$ cat src/logic/lane_seq_consts.svh
////////////////////////////////////////////////////////////////////////////
// Lane sequencer constants
// Lane count, datapath widths and operand-queue indices shared by the
// lane sequencer blocks and its testbench
////////////////////////////////////////////////////////////////////////////

`ifndef LANE_SEQ_CONSTS_SVH
`define LANE_SEQ_CONSTS_SVH

// Lanes in the vector unit and instruction IDs in flight
`define LANE_NR_LANES 4
`define LANE_NR_VINSN 8

// Vector length width and element bits held by one mask word
`define LANE_VL_W 16
`define LANE_ELEN 64

// Operand queues served by this sequencer
`define LANE_NR_OPQ 6
`define LANE_OPQ_ALU_A  0
`define LANE_OPQ_ALU_B  1
`define LANE_OPQ_FPU_A  2
`define LANE_OPQ_FPU_B  3
`define LANE_OPQ_FPU_C  4
`define LANE_OPQ_MASK_M 5

`endif

$ cat src/logic/lane_seq_pkg.sv
////////////////////////////////////////////////////////////////////////////
// Lane sequencer types
// Vector typedefs, enums and request/command structs used between the
// main sequencer, the lane sequencer and the operand requester
////////////////////////////////////////////////////////////////////////////

`default_nettype none

`include "lane_seq_consts.svh"

package lane_seq_pkg;

  typedef logic [$clog2(`LANE_NR_VINSN)-1:0] vinsn_id_t;
  typedef logic [`LANE_NR_VINSN-1:0] vinsn_vec_t;
  typedef logic [4:0] vreg_t;
  typedef logic [`LANE_VL_W-1:0] vlen_t;
  typedef logic [$clog2(`LANE_NR_LANES)-1:0] lane_id_t;
  // Operation code, decoded only inside the VFUs
  typedef logic [5:0] vop_t;

  typedef enum logic [1:0] {EW8, EW16, EW32, EW64} sew_e;
  typedef enum logic {VFU_ALU, VFU_MFPU} vfu_e;

  // Request from the main sequencer, hazards are one bit per blocking ID
  typedef struct packed {
    vinsn_id_t  id;
    vop_t       op;
    vfu_e       vfu;
    logic       vm;
    logic       use_vs1;
    logic       use_vs2;
    logic       use_vd_op;
    logic       swap_vs2_vd_op;
    vreg_t      vs1;
    vreg_t      vs2;
    vreg_t      vd;
    sew_e       eew_vs1;
    sew_e       eew_vs2;
    sew_e       eew_vd_op;
    sew_e       vsew;
    vlen_t      vl;
    vinsn_vec_t hazard_vs1;
    vinsn_vec_t hazard_vs2;
    vinsn_vec_t hazard_vd;
    vinsn_vec_t hazard_vm;
  } pe_req_t;

  typedef struct packed {
    pe_req_t req;
    vlen_t   lane_vl;
    vlen_t   mask_vl;
  } lane_req_t;

  typedef struct packed {
    vinsn_id_t id;
    vop_t      op;
    vfu_e      vfu;
    logic      vm;
    logic      use_vs1;
    logic      use_vs2;
    logic      use_vd_op;
    logic      swap_vs2_vd_op;
    vreg_t     vd;
    sew_e      vsew;
    vlen_t     vl;
  } vfu_op_t;

  typedef struct packed {
    vinsn_id_t  id;
    vreg_t      vs;
    sew_e       eew;
    vlen_t      vl;
    vinsn_vec_t hazard;
  } opq_cmd_t;

  typedef struct packed {
    vinsn_vec_t vinsn_done;
  } pe_resp_t;

  typedef struct packed {
    logic      valid;
    vinsn_id_t id;
    logic      muted;
  } issue_evt_t;

endpackage

`default_nettype wire

$ cat src/logic/lane_req_decoder.sv
////////////////////////////////////////////////////////////////////////////
// Lane request decoder
// Holds one request from the main sequencer in a fall-through register
// and works out how many elements and mask words fall into this lane
////////////////////////////////////////////////////////////////////////////

`timescale 1ns/1ps
`default_nettype none

`include "lane_seq_consts.svh"

module lane_req_decoder (
  input  logic                    clk_i,
  input  logic                    rst_ni,
  input  lane_seq_pkg::lane_id_t  lane_id_i,
  input  lane_seq_pkg::pe_req_t   pe_req_i,
  input  logic                    pe_req_valid_i,
  output logic                    pe_req_ready_o,
  output lane_seq_pkg::lane_req_t lane_req_o,
  output logic                    req_valid_o,
  input  logic                    req_ready_i
);

  lane_seq_pkg::pe_req_t req_q;
  lane_seq_pkg::pe_req_t req;
  logic                  req_valid_q;
  logic                  load;

  lane_seq_pkg::vlen_t   vl_quot;
  lane_seq_pkg::vlen_t   vl_rem;
  logic                  extra_elem;
  logic [`LANE_VL_W:0]   mask_sum;

  ////////////////////////////////////////////////////////////////////////////
  // Fall-through register
  ////////////////////////////////////////////////////////////////////////////

  // An empty register lets the incoming request straight through
  assign req            = req_valid_q ? req_q : pe_req_i;
  assign req_valid_o    = req_valid_q | pe_req_valid_i;
  assign pe_req_ready_o = ~req_valid_q | req_ready_i;

  // Capture only what cannot pass through in this cycle
  assign load = pe_req_valid_i & pe_req_ready_o & (req_valid_q | ~req_ready_i);

  always_ff @(posedge clk_i or negedge rst_ni) begin
    if (!rst_ni) begin
      req_valid_q <= 1'b0;
    end else if (load) begin
      req_valid_q <= 1'b1;
    end else if (req_ready_i) begin
      req_valid_q <= 1'b0;
    end
  end

  always_ff @(posedge clk_i) begin
    if (load) begin
      req_q <= pe_req_i;
    end
  end

  ////////////////////////////////////////////////////////////////////////////
  // Per-lane lengths
  ////////////////////////////////////////////////////////////////////////////

  // Elements are dealt round robin, so the low lanes get the remainder
  assign vl_quot    = req.vl / lane_seq_pkg::vlen_t'(`LANE_NR_LANES);
  assign vl_rem     = req.vl % lane_seq_pkg::vlen_t'(`LANE_NR_LANES);
  assign extra_elem = lane_seq_pkg::vlen_t'(lane_id_i) < vl_rem;

  // One mask word covers ELEN elements in every lane at once
  assign mask_sum = {1'b0, req.vl} +
                    (`LANE_VL_W+1)'(`LANE_NR_LANES * `LANE_ELEN - 1);

  always_comb begin
    lane_req_o.req     = req;
    lane_req_o.lane_vl = vl_quot + lane_seq_pkg::vlen_t'(extra_elem);
    lane_req_o.mask_vl = lane_seq_pkg::vlen_t'(
        mask_sum / (`LANE_VL_W+1)'(`LANE_NR_LANES * `LANE_ELEN));
  end

  // A stalled request must not change under the issuer
  req_stable_a: assert property (@(posedge clk_i) disable iff (!rst_ni)
      req_valid_o && !req_ready_i |=> req_valid_o && $stable(lane_req_o));

endmodule

`default_nettype wire

$ cat src/logic/lane_sequencer.sv
////////////////////////////////////////////////////////////////////////////
// Lane sequencer
// Takes vector instructions from the main sequencer, issues them to the
// lane's ALU or multiplier/FPU with their operand requests, and reports
// finished instruction IDs back
////////////////////////////////////////////////////////////////////////////

`timescale 1ns/1ps
`default_nettype none

`include "lane_seq_consts.svh"

module lane_sequencer (
  input  logic                                        clk_i,
  input  logic                                        rst_ni,
  input  lane_seq_pkg::lane_id_t                      lane_id_i,
  // Main sequencer
  input  lane_seq_pkg::pe_req_t                       pe_req_i,
  input  logic                                        pe_req_valid_i,
  output logic                                        pe_req_ready_o,
  input  lane_seq_pkg::vinsn_vec_t                    pe_vinsn_running_i,
  output lane_seq_pkg::pe_resp_t                      pe_resp_o,
  // Operand requester
  output lane_seq_pkg::opq_cmd_t [`LANE_NR_OPQ-1:0]   opq_cmd_o,
  output logic                   [`LANE_NR_OPQ-1:0]   opq_valid_o,
  input  logic                   [`LANE_NR_OPQ-1:0]   opq_ready_i,
  // VFUs
  output lane_seq_pkg::vfu_op_t                       vfu_op_o,
  output logic                                        vfu_op_valid_o,
  input  lane_seq_pkg::vinsn_vec_t                    alu_vinsn_done_i,
  input  lane_seq_pkg::vinsn_vec_t                    mfpu_vinsn_done_i,
  output logic                                        alu_vinsn_done_o,
  output logic                                        mfpu_vinsn_done_o
);

  lane_seq_pkg::lane_req_t  lane_req;
  logic                     req_valid;
  logic                     req_ready;
  lane_seq_pkg::vinsn_vec_t running;
  lane_seq_pkg::issue_evt_t issue_evt;

  lane_req_decoder u_decoder (
    .clk_i          (clk_i),
    .rst_ni         (rst_ni),
    .lane_id_i      (lane_id_i),
    .pe_req_i       (pe_req_i),
    .pe_req_valid_i (pe_req_valid_i),
    .pe_req_ready_o (pe_req_ready_o),
    .lane_req_o     (lane_req),
    .req_valid_o    (req_valid),
    .req_ready_i    (req_ready)
  );

  operand_cmd_issuer u_issuer (
    .clk_i          (clk_i),
    .rst_ni         (rst_ni),
    .lane_req_i     (lane_req),
    .req_valid_i    (req_valid),
    .req_ready_o    (req_ready),
    .running_i      (running),
    .issue_evt_o    (issue_evt),
    .vfu_op_o       (vfu_op_o),
    .vfu_op_valid_o (vfu_op_valid_o),
    .opq_cmd_o      (opq_cmd_o),
    .opq_valid_o    (opq_valid_o),
    .opq_ready_i    (opq_ready_i)
  );

  vinsn_tracker u_tracker (
    .clk_i              (clk_i),
    .rst_ni             (rst_ni),
    .pe_vinsn_running_i (pe_vinsn_running_i),
    .issue_evt_i        (issue_evt),
    .alu_vinsn_done_i   (alu_vinsn_done_i),
    .mfpu_vinsn_done_i  (mfpu_vinsn_done_i),
    .running_o          (running),
    .pe_resp_o          (pe_resp_o),
    .alu_vinsn_done_o   (alu_vinsn_done_o),
    .mfpu_vinsn_done_o  (mfpu_vinsn_done_o)
  );

endmodule

`default_nettype wire

$ cat src/logic/operand_cmd_issuer.sv
////////////////////////////////////////////////////////////////////////////
// Operand command issuer
// Accepts a decoded request when its operand slots are free and its ID is
// not running, then registers the VFU operation and pushes the operand
// request commands into one-deep slots for the operand requester
////////////////////////////////////////////////////////////////////////////

`timescale 1ns/1ps
`default_nettype none

`include "lane_seq_consts.svh"

module operand_cmd_issuer (
  input  logic                                        clk_i,
  input  logic                                        rst_ni,
  input  lane_seq_pkg::lane_req_t                     lane_req_i,
  input  logic                                        req_valid_i,
  output logic                                        req_ready_o,
  input  lane_seq_pkg::vinsn_vec_t                    running_i,
  output lane_seq_pkg::issue_evt_t                    issue_evt_o,
  output lane_seq_pkg::vfu_op_t                       vfu_op_o,
  output logic                                        vfu_op_valid_o,
  output lane_seq_pkg::opq_cmd_t [`LANE_NR_OPQ-1:0]   opq_cmd_o,
  output logic                   [`LANE_NR_OPQ-1:0]   opq_valid_o,
  input  logic                   [`LANE_NR_OPQ-1:0]   opq_ready_i
);

  lane_seq_pkg::pe_req_t                       req;
  logic                   [`LANE_NR_OPQ-1:0]   need_slot;
  logic                                        accept;
  logic                                        muted;
  lane_seq_pkg::vfu_op_t                       vfu_op_d;
  lane_seq_pkg::opq_cmd_t [`LANE_NR_OPQ-1:0]   opq_cmd_d;
  logic                   [`LANE_NR_OPQ-1:0]   opq_push;

  assign req = lane_req_i.req;

  ////////////////////////////////////////////////////////////////////////////
  // Issue gating
  ////////////////////////////////////////////////////////////////////////////

  // Every unit may need the mask queue on top of its own queues
  always_comb begin
    need_slot                   = '0;
    need_slot[`LANE_OPQ_MASK_M] = 1'b1;
    if (req.vfu == lane_seq_pkg::VFU_ALU) begin
      need_slot[`LANE_OPQ_ALU_A] = 1'b1;
      need_slot[`LANE_OPQ_ALU_B] = 1'b1;
    end else begin
      need_slot[`LANE_OPQ_FPU_A] = 1'b1;
      need_slot[`LANE_OPQ_FPU_B] = 1'b1;
      need_slot[`LANE_OPQ_FPU_C] = 1'b1;
    end
  end

  assign req_ready_o = ((opq_valid_o & need_slot) == '0) && !running_i[req.id];
  assign accept      = req_valid_i && req_ready_o;

  // A lane without elements has nothing to execute, the ID is done at once
  assign muted       = lane_req_i.lane_vl == '0;
  assign issue_evt_o = '{valid: accept, id: req.id, muted: muted};

  assign vfu_op_d = '{
    id:             req.id,
    op:             req.op,
    vfu:            req.vfu,
    vm:             req.vm,
    use_vs1:        req.use_vs1,
    use_vs2:        req.use_vs2,
    use_vd_op:      req.use_vd_op,
    swap_vs2_vd_op: req.swap_vs2_vd_op,
    vd:             req.vd,
    vsew:           req.vsew,
    vl:             lane_req_i.lane_vl
  };

  ////////////////////////////////////////////////////////////////////////////
  // Operand commands
  ////////////////////////////////////////////////////////////////////////////

  always_comb begin
    opq_cmd_d = '0;
    opq_push  = '0;

    // The mask lives in v0 and is read in whole mask words
    opq_cmd_d[`LANE_OPQ_MASK_M] = '{id: req.id, vs: '0, eew: req.vsew,
        vl: lane_req_i.mask_vl, hazard: req.hazard_vm | req.hazard_vd};
    opq_push[`LANE_OPQ_MASK_M]  = !req.vm;

    if (req.vfu == lane_seq_pkg::VFU_ALU) begin
      opq_cmd_d[`LANE_OPQ_ALU_A] = '{id: req.id, vs: req.vs1, eew: req.eew_vs1,
          vl: lane_req_i.lane_vl, hazard: req.hazard_vs1 | req.hazard_vd};
      opq_push[`LANE_OPQ_ALU_A]  = req.use_vs1;
      opq_cmd_d[`LANE_OPQ_ALU_B] = '{id: req.id, vs: req.vs2, eew: req.eew_vs2,
          vl: lane_req_i.lane_vl, hazard: req.hazard_vs2 | req.hazard_vd};
      opq_push[`LANE_OPQ_ALU_B]  = req.use_vs2;
    end else begin
      opq_cmd_d[`LANE_OPQ_FPU_A] = '{id: req.id, vs: req.vs1, eew: req.eew_vs1,
          vl: lane_req_i.lane_vl, hazard: req.hazard_vs1 | req.hazard_vd};
      opq_push[`LANE_OPQ_FPU_A]  = req.use_vs1;
      // Some fused ops take the accumulator in place of vs2
      if (req.swap_vs2_vd_op) begin
        opq_cmd_d[`LANE_OPQ_FPU_B] = '{id: req.id, vs: req.vd, eew: req.eew_vd_op,
            vl: lane_req_i.lane_vl, hazard: req.hazard_vd};
        opq_push[`LANE_OPQ_FPU_B]  = req.use_vd_op;
        opq_cmd_d[`LANE_OPQ_FPU_C] = '{id: req.id, vs: req.vs2, eew: req.eew_vs2,
            vl: lane_req_i.lane_vl, hazard: req.hazard_vs2 | req.hazard_vd};
        opq_push[`LANE_OPQ_FPU_C]  = req.use_vs2;
      end else begin
        opq_cmd_d[`LANE_OPQ_FPU_B] = '{id: req.id, vs: req.vs2, eew: req.eew_vs2,
            vl: lane_req_i.lane_vl, hazard: req.hazard_vs2 | req.hazard_vd};
        opq_push[`LANE_OPQ_FPU_B]  = req.use_vs2;
        opq_cmd_d[`LANE_OPQ_FPU_C] = '{id: req.id, vs: req.vd, eew: req.eew_vd_op,
            vl: lane_req_i.lane_vl, hazard: req.hazard_vd};
        opq_push[`LANE_OPQ_FPU_C]  = req.use_vd_op;
      end
    end

    if (!accept) begin
      opq_push = '0;
    end
  end

  // Slots and operation pulse
  always_ff @(posedge clk_i or negedge rst_ni) begin
    if (!rst_ni) begin
      opq_valid_o    <= '0;
      vfu_op_valid_o <= 1'b0;
    end else begin
      opq_valid_o    <= (opq_valid_o & ~opq_ready_i) | opq_push;
      vfu_op_valid_o <= accept && !muted;
    end
  end

  always_ff @(posedge clk_i) begin
    for (int q = 0; q < `LANE_NR_OPQ; q++) begin
      if (opq_push[q]) begin
        opq_cmd_o[q] <= opq_cmd_d[q];
      end
    end
    if (accept) begin
      vfu_op_o <= vfu_op_d;
    end
  end

  // A full slot is never overwritten, even when it drains in the same cycle
  no_slot_overwrite_a: assert property (@(posedge clk_i) disable iff (!rst_ni)
      (opq_push & opq_valid_o) == '0);

endmodule

`default_nettype wire

$ cat src/logic/vinsn_tracker.sv
////////////////////////////////////////////////////////////////////////////
// Instruction tracker
// Keeps the set of IDs running in this lane and reports the IDs that the
// VFUs finished, or that had no elements here, to the main sequencer
////////////////////////////////////////////////////////////////////////////

`timescale 1ns/1ps
`default_nettype none

module vinsn_tracker (
  input  logic                     clk_i,
  input  logic                     rst_ni,
  input  lane_seq_pkg::vinsn_vec_t pe_vinsn_running_i,
  input  lane_seq_pkg::issue_evt_t issue_evt_i,
  input  lane_seq_pkg::vinsn_vec_t alu_vinsn_done_i,
  input  lane_seq_pkg::vinsn_vec_t mfpu_vinsn_done_i,
  output lane_seq_pkg::vinsn_vec_t running_o,
  output lane_seq_pkg::pe_resp_t   pe_resp_o,
  output logic                     alu_vinsn_done_o,
  output logic                     mfpu_vinsn_done_o
);

  lane_seq_pkg::vinsn_vec_t running_q;
  lane_seq_pkg::vinsn_vec_t issue_mask;
  lane_seq_pkg::vinsn_vec_t done_d;

  // IDs the main sequencer has retired drop out of the running set
  assign running_o = running_q & pe_vinsn_running_i;

  assign issue_mask = issue_evt_i.valid ?
                      lane_seq_pkg::vinsn_vec_t'(1) << issue_evt_i.id : '0;

  // Muted issues never reach a VFU, so they finish here
  assign done_d = alu_vinsn_done_i | mfpu_vinsn_done_i |
                  (issue_evt_i.muted ? issue_mask : '0);

  always_ff @(posedge clk_i or negedge rst_ni) begin
    if (!rst_ni) begin
      running_q         <= '0;
      pe_resp_o         <= '0;
      alu_vinsn_done_o  <= 1'b0;
      mfpu_vinsn_done_o <= 1'b0;
    end else begin
      running_q         <= running_o | (issue_evt_i.muted ? '0 : issue_mask);
      pe_resp_o         <= '{vinsn_done: done_d};
      alu_vinsn_done_o  <= |alu_vinsn_done_i;
      mfpu_vinsn_done_o <= |mfpu_vinsn_done_i;
    end
  end

  // The issuer must hold back any ID that is still in flight
  no_reissue_a: assert property (@(posedge clk_i) disable iff (!rst_ni)
      issue_evt_i.valid |-> !running_o[issue_evt_i.id]);

endmodule

`default_nettype wire

$ cat config.mk
export PLATFORM = sky130hd
export DESIGN_NAME = lane_sequencer
export DESIGN_NICKNAME = d
export VERILOG_FILES = /design/src/logic/lane_seq_pkg.sv /design/src/logic/lane_req_decoder.sv /design/src/logic/lane_sequencer.sv /design/src/logic/operand_cmd_issuer.sv /design/src/logic/vinsn_tracker.sv
export VERILOG_INCLUDE_DIRS = /design/src /design/src/logic
export SDC_FILE = /design/constraint.sdc
export NUM_CORES = 1
export LEC_CHECK = 0
export ABC_AREA = 1
export BUFFER_PORTS_ARGS = -buffer_cell sky130_fd_sc_hd__buf_2
export CORE_MARGIN = 1
export CORE_UTILIZATION = 47
export CTS_BUF_LIST = sky130_fd_sc_hd__clkbuf_8 sky130_fd_sc_hd__clkbuf_16
export DETAILED_ROUTE_END_ITERATION = 10
export HOLD_SLACK_MARGIN = 0.12
export PLACE_DENSITY = 0.81
export SLEW_MARGIN = 20
export SYNTH_ARGS = -nofsm -noshare
export SYNTH_HDL_FRONTEND = slang
export SYNTH_SLANG_ARGS = --single-unit
$ cat constraint.sdc
create_clock -name clk_i -period 6.1 [get_ports clk_i]
set_input_delay 0.305 -clock clk_i [delete_from_list [all_inputs] [get_ports clk_i]]
set_output_delay 0.305 -clock clk_i [all_outputs]
set_load 0.1 [all_outputs]
Word-level counts from Yosys, hierarchy flattened
Index checks and enable logic that the tools add are counted.
{"block": "classes", "add_sub_neg": 2, "n_lt_le_gt_ge": 2, "shifts": 1, "n_mux": 15, "bitwise": 18, "reduce_logical": 11}
{"cell": "$mux W86", "n": 1}
{"cell": "$mux W65", "n": 1}
{"cell": "$or A8 B8 Y8", "n": 6}
{"cell": "$mux W8", "n": 3}
{"cell": "$add A16 B8 Y17 const B", "n": 1}
{"cell": "$logic_not A16 Y1", "n": 1}
{"cell": "$reduce_or A8 Y1", "n": 2}
{"cell": "$add A14 B1 Y15", "n": 1}
{"cell": "$and A6 B6 Y6", "n": 2}
{"cell": "$and A8 B8 Y8", "n": 1}
{"cell": "$shl A1 B3 Y8 const A", "n": 1}
{"cell": "$logic_not A6 Y1", "n": 1}
{"cell": "$mux W2", "n": 3}
{"cell": "$mux W3", "n": 2}
{"cell": "$mux W6", "n": 1}
{"cell": "$not A6 Y6", "n": 1}
{"cell": "$or A6 B6 Y6", "n": 1}
{"cell": "$lt A3 B4 Y1 const B", "n": 1}
{"cell": "$bmux W1 S3", "n": 1}
{"cell": "$logic_and A1 B1 Y1", "n": 3}
{"cell": "$logic_not A1 Y1", "n": 3}
{"cell": "$mux W1", "n": 3}
{"cell": "$or A1 B1 Y1", "n": 3}
{"cell": "$and A1 B1 Y1", "n": 2}
{"cell": "3 further kinds", "n": 4}
{"block": "totals", "ff_bits": 342, "input_bits": 121, "output_inout_bits": 260, "word_cells": 116}

Longest topological paths before layout
{"block": "logic_depth", "word_depth": 9, "depth_mapped": 19}

By module
From an unflattened synthesis, not the netlist that was laid out.
{"block": "unflattened", "hier_cells": 1202, "area_unflattened_um2": 14181.1}
{"mod": "operand_cmd_issuer", "n_inst": 1, "cells_each": 579, "area_each_um2": 8785.9, "seq_area_each_um2": 7292.0}
{"mod": "lane_req_decoder", "n_inst": 1, "cells_each": 525, "area_each_um2": 4605.7, "seq_area_each_um2": 2607.5}
{"mod": "vinsn_tracker", "n_inst": 1, "cells_each": 98, "area_each_um2": 789.5, "seq_area_each_um2": 450.4}

Worst setup path after synthesis
OpenSTA, ideal clock, no wires.
{"block": "synth_timing", "path_type": "register to register", "from": "reg u_issuer.opq_valid_o[1]", "to": "reg u_decoder.req_q[0] in the netlist's numbering (enable)", "arrival_ns": 5.756, "slack_ns": -0.215, "stages_incl_launch_ff": 7, "path_buffers": 0, "synth_period_minus_slack_ns": 6.315, "path_cell_list": "dfrtp_1 inv_1 a21oi_1 a211oi_2 nand3_1 o21ai_0 a21oi_1"}
{"block": "synth_via", "elab_chain_len": 6}
{"item": "from (decl)", "line_no": "operand_cmd_issuer.sv:24", "text": "output logic [`LANE_NR_OPQ-1:0] opq_valid_o,"}
{"item": "from (signal assigned)", "line_no": "operand_cmd_issuer.sv:130", "text": "opq_valid_o <= (opq_valid_o & ~opq_ready_i) | opq_push;"}
{"item": "$and A6 B6 Y6 (*)", "line_no": "operand_cmd_issuer.sv:56", "text": "assign req_ready_o = ((opq_valid_o & need_slot) == '0) && !running_i[req.id];"}
{"item": "$logic_not A6 Y1 (*)", "line_no": "operand_cmd_issuer.sv:56"}
{"item": "$logic_and A1 B1 Y1 (*)", "line_no": "operand_cmd_issuer.sv:56"}
{"item": "$or A1 B1 Y1 or $not A1 Y1 (tied branches)", "line_no": "lane_req_decoder.sv:41, lane_req_decoder.sv:44"}
{"item": "$and A1 B1 Y1 or $or A1 B1 Y1 (tied branches)", "line_no": "lane_req_decoder.sv:44", "text": "assign load = pe_req_valid_i & pe_req_ready_o & (req_valid_q | ~req_ready_i);"}
{"item": "$and A1 B1 Y1 (*)", "line_no": "lane_req_decoder.sv:44"}
{"item": "net u_decoder.load", "line_no": "lane_req_decoder.sv:27", "text": "logic load;"}
{"item": "to (signal assigned)", "line_no": "lane_req_decoder.sv:58", "text": "req_q <= pe_req_i;"}
{"item": "to (decl)", "line_no": "lane_req_decoder.sv:24", "text": "lane_seq_pkg::pe_req_t req_q;"}
Mark *: on every way through the listed nets, which the timed path passes. The rest lies on a longest branch.
A chain may end at the register's enable or synchronous reset.

Worst setup path after layout
{"block": "layout_timing", "from": "reg u_decoder.req_valid_q", "to": "reg u_issuer.opq_cmd_o[122] (netlist name)"}
{"block": "layout_via", "elab_chain_len": 7}
{"item": "from (decl)", "line_no": "lane_req_decoder.sv:26", "text": "logic req_valid_q;"}
{"item": "from (signal assigned)", "line_no": "lane_req_decoder.sv:48", "text": "req_valid_q <= 1'b0;"}
{"item": "from (signal assigned)", "line_no": "lane_req_decoder.sv:50", "text": "req_valid_q <= 1'b1;"}
{"item": "from (signal assigned)", "line_no": "lane_req_decoder.sv:52", "text": "req_valid_q <= 1'b0;"}
{"item": "$mux W86", "line_no": "lane_req_decoder.sv:39", "text": "assign req = req_valid_q ? req_q : pe_req_i;"}
{"item": "$bmux W1 S3, or another cell as far along", "line_no": "operand_cmd_issuer.sv:56"}
{"item": "$mux W1 (implied by the code) or $and A6 B6 Y6 (tied branches)", "line_no": "operand_cmd_issuer.sv:56"}
{"item": "$logic_not A1 Y1 or $logic_not A6 Y1 (tied branches)", "line_no": "operand_cmd_issuer.sv:56"}
{"item": "$logic_and A1 B1 Y1", "line_no": "operand_cmd_issuer.sv:56"}
{"item": "$logic_and A1 B1 Y1", "line_no": "operand_cmd_issuer.sv:57", "text": "assign accept = req_valid_i && req_ready_o;"}
{"item": "$mux W6 (*)", "line_no": "operand_cmd_issuer.sv:119", "text": "if (!accept) begin"}
{"item": "net u_issuer.opq_push[3]", "line_no": "operand_cmd_issuer.sv:34", "text": "logic [`LANE_NR_OPQ-1:0] opq_push;"}
Mark *: on every way through the listed nets, which the timed path passes. The rest lies on a longest branch. The select of a mux whose other input is x is not followed.

==> impl_metrics.env <==
export IMPL_status="finished, final reports clean"
export IMPL_avgSynthCellArea_um2=13.09
export IMPL_routabilityCongestion=0.8904
export IMPL_r2r_slack_ns=1.66
export IMPL_cts_tree="yes"
export IMPL_r2r_start="u_decoder.req_valid_q"
export IMPL_hpwl_um=25900
export IMPL_critical_path_top_delay_family="buffers and inverters"
export IMPL_clkSinkCount=336
export IMPL_holdBufCountCts=121
export IMPL_die_h_um=170.2
export IMPL_vias_per_cell=5.224
export IMPL_ys_ff_latch=336
export IMPL_cp_max_fo=66
export IMPL_crit_path_start_kind="flop"
export IMPL_floorplan_initialDensity_pct=47.83
export IMPL_path_cells="buf_4 > nand2_1 > nand2_2 > buf_4 > inv_2 > nor2_1 > nand2_1 > inv_1 > buf_4"
export IMPL_grt_first_pass_wirelength_um=56690
export IMPL_grt_pass1_vias=9763
export IMPL_fmax_mhz=225.0
export IMPL_hold_path_depth=3
export IMPL_synthTopCellsByCount="edfxtp_1 (310), nand2_1 (237), nor2_1 (131), inv_1 (44), a21oi_1 (35)"
export IMPL_clock_skew_ns=0.01924
export IMPL_synth_top_area_cell="edfxtp_1"
export IMPL_synth_edf_count=310
export IMPL_netlist_area_um2=13290
export IMPL_clock_latency_ns=0.52
export IMPL_synth_main_ff_cell="edfxtp_1"
export IMPL_worst_setup_path_type="reg -> reg"
export IMPL_wl_per_cell_um=20.27
export IMPL_dr_pass1_iters=5
export IMPL_antenna_found_initial=1
export IMPL_crit_top_cell="buf_4"
export IMPL_period_share_pct=72.85
export IMPL_area_growth_pct=33.54
export IMPL_ys_warn_count=0
export IMPL_io_buffers=362
export IMPL_syn_inst=1015
export IMPL_hold_class="in -> reg"
export IMPL_drc_errors=0
export IMPL_grt_overflow_total=0
export IMPL_post_cts_buffers=0
export IMPL_vias=9993
export IMPL_htree_levels=2
export IMPL_multiInputGateArea_um2=2932
export IMPL_die_x_um=170.2
export IMPL_synth_area_leaders="edfxtp_1 (70%), nand2_1 (6.7%), dfrtp_1 (4.9%)"
export IMPL_die_area_um2=28950
export IMPL_root_buffer="clkbuf_16"
export IMPL_synthArstFlopShare_pct=7.738
export IMPL_critPathRequiredTime_ns=6.29
export IMPL_tns_ns=0
export IMPL_grt_start_max_net_pins=67
export IMPL_max_stage_delay_ns=0.77
export IMPL_clk_pin_slew_worst_paths_ns=0.06
export IMPL_yosysMostFrequentCell="edfxtp_1"
export IMPL_tightest_slew_ns=1.090
export IMPL_drive_above_1_share_pct=31.49
export IMPL_drv_cap=0
export IMPL_ys_seq_area_share_pct=74.95
export IMPL_final_nets=1634
export IMPL_initialDrtViolationCount=1095
export IMPL_min_period_ns=4.444
export IMPL_synth_cell_types=40
export IMPL_cp_slowest_cell="dfrtp_4"
export IMPL_synth_top_area_share_pct=70.05
export IMPL_reg2reg_to="u_issuer.opq_cmd_o[122]"
export IMPL_clockBufferDepth=3
export IMPL_relSlewSlack_pct=27.16
export IMPL_seqCellArea_um2=9963
export IMPL_pin_count=381
export IMPL_core_area_um2=27780
export IMPL_cts_made_buffers=35
export IMPL_worst_path_buf_inv=5
export IMPL_post_cts_resized=0
export IMPL_arrival_ns=4.64
export IMPL_min_to="u_issuer.opq_valid_o[4]"
export IMPL_rsz0062_at_grt="no"
export IMPL_grt_usage_pct=26.39
export IMPL_min_from="opq_ready_i[4]"
export IMPL_fillers=2056
export IMPL_rows=61
export IMPL_wirelength_um=38780
export IMPL_cp_end_kind="flop"
export IMPL_slew_viol_final=0
export IMPL_reg2reg_depth=9
export IMPL_setup_viol=0
export IMPL_ant_nets=0
export IMPL_final_hold_violation_count=0
## cell usage in the layout (no fill, tap or decap), types with 2 or more instances in the layout
cell	Yosys	final
nand2_1	237	237
nand3_2	3	3
edfxtp_1	310	310
nor2_2	2	2
inv_6	1	2
and3_1	16	16
or2_1	3	3
ha_1	3	3
nor4_1	5	5
a21oi_1	35	34
dlygate4sd3_1	0	121
dfrtp_1	26	25
nand4_1	4	4
mux2i_1	25	25
clkinv_2	0	6
nand2_2	21	21
clkbuf_16	0	37
o22ai_1	4	4
inv_2	5	7
nor2_1	131	126
nand2_4	4	4
o21ai_2	3	3
nor2_4	4	9
nand3_1	31	31
buf_4	19	5
xor2_1	6	6
o21ai_0	20	20
or2_2	10	10
buf_12	0	2
buf_2	8	362
clkinv_1	0	6
o21ai_1	4	4
inv_1	44	50
conb_1	1	18
## state kept, by name, summed over array words and instances (netlist names)
register	cells
u_decoder.req_q	86
u_decoder.req_valid_q	1
u_issuer.opq_cmd_o	187
u_issuer.opq_valid_o	6
u_issuer.vfu_op_o	37
u_issuer.vfu_op_valid_o	1
u_tracker.alu_vinsn_done_o	1
u_tracker.mfpu_vinsn_done_o	1
u_tracker.pe_resp_o	8
u_tracker.running_q	8
## layer usage
metal  global-route usage, %  part of all wire [%]  vias to the layer above  wire [µm]
met4                   11.83                   4.3                        0       1661
met1                   33.29                    39                     4785      15020
met5                       0                     0                        -          0
met3                   5.256                   8.8                      114       3405
li1                        -                     -                     4454          -
met2                   44.17                    48                      640      18700
## worst reg2reg max path, stage by stage, from the launching register on
cell     delay (ns)
dfrtp_4        0.77
buf_4          0.64
nand2_1        0.16
nand2_2        0.14
buf_4          0.57
inv_2          0.53
nor2_1         0.22
nand2_1        0.08
inv_1          0.59
buf_4          0.42
## worst max path at each step
stage,start,to,slack [ns],depth (start not counted)
floorplan,u_issuer.opq_valid_o[1],u_decoder.req_q[0],1.69,6
global placement,u_decoder.req_valid_q,u_issuer.opq_cmd_o[122],1.69,9
detailed placement,u_decoder.req_valid_q,u_issuer.opq_cmd_o[158],1.56,9
CTS,u_decoder.req_valid_q,u_issuer.opq_cmd_o[161],1.56,9
global route,u_decoder.req_valid_q,u_issuer.opq_cmd_o[122],1.33,9
finish,u_decoder.req_valid_q,u_issuer.opq_cmd_o[122],1.66,9
## through the flow
step	instances	setup WS (ns)	instance area [µm²]	hold slack [ns]	utilization, %
after floorplan	1032	1.688	13360	0.009409	-
after global placement	1728	1.689	15420	0.3424	55.52
after detailed placement	1729	1.564	15450	0.3527	55.61
after CTS	1911	1.564	17720	0.1530	63.77
after global routing	1913	1.333	17750	0.1840	63.88
final	1913	1.656	17750	0.1631	63.88
## logic make-up (layout without fill, tap and decap cells)
group                    Yosys count  after routing  share of synthesized area [%]
multiplexers                      25             25                          1.883
other                              1             19                        0.02822
flip-flops                       336            336                          74.95
XOR/XNOR                           6              6                         0.3954
AND/OR/NAND/NOR                  475            475                          15.81
adder cells (fa/ha/maj)            3              3                         0.2825
buffers and inverters            100            602                          3.841
AO/OA/AOI/OAI                     69             69                          2.815
## area by class of cell
cell class	count	area share [%]
Inverter	50	1.086
Tap cell	378	2.665
Clock buffer	38	5.295
Multi-Input combinational cell	596	16.52
Sequential cell	336	56.14
Antenna cell	1	0.01410
Timing Repair Buffer	491	17.63
Clock inverter	23	0.6487
Power is left out: the tool's default activity adds up to more than one toggle a clock period on the data nets, which glitch-free logic cannot reach.
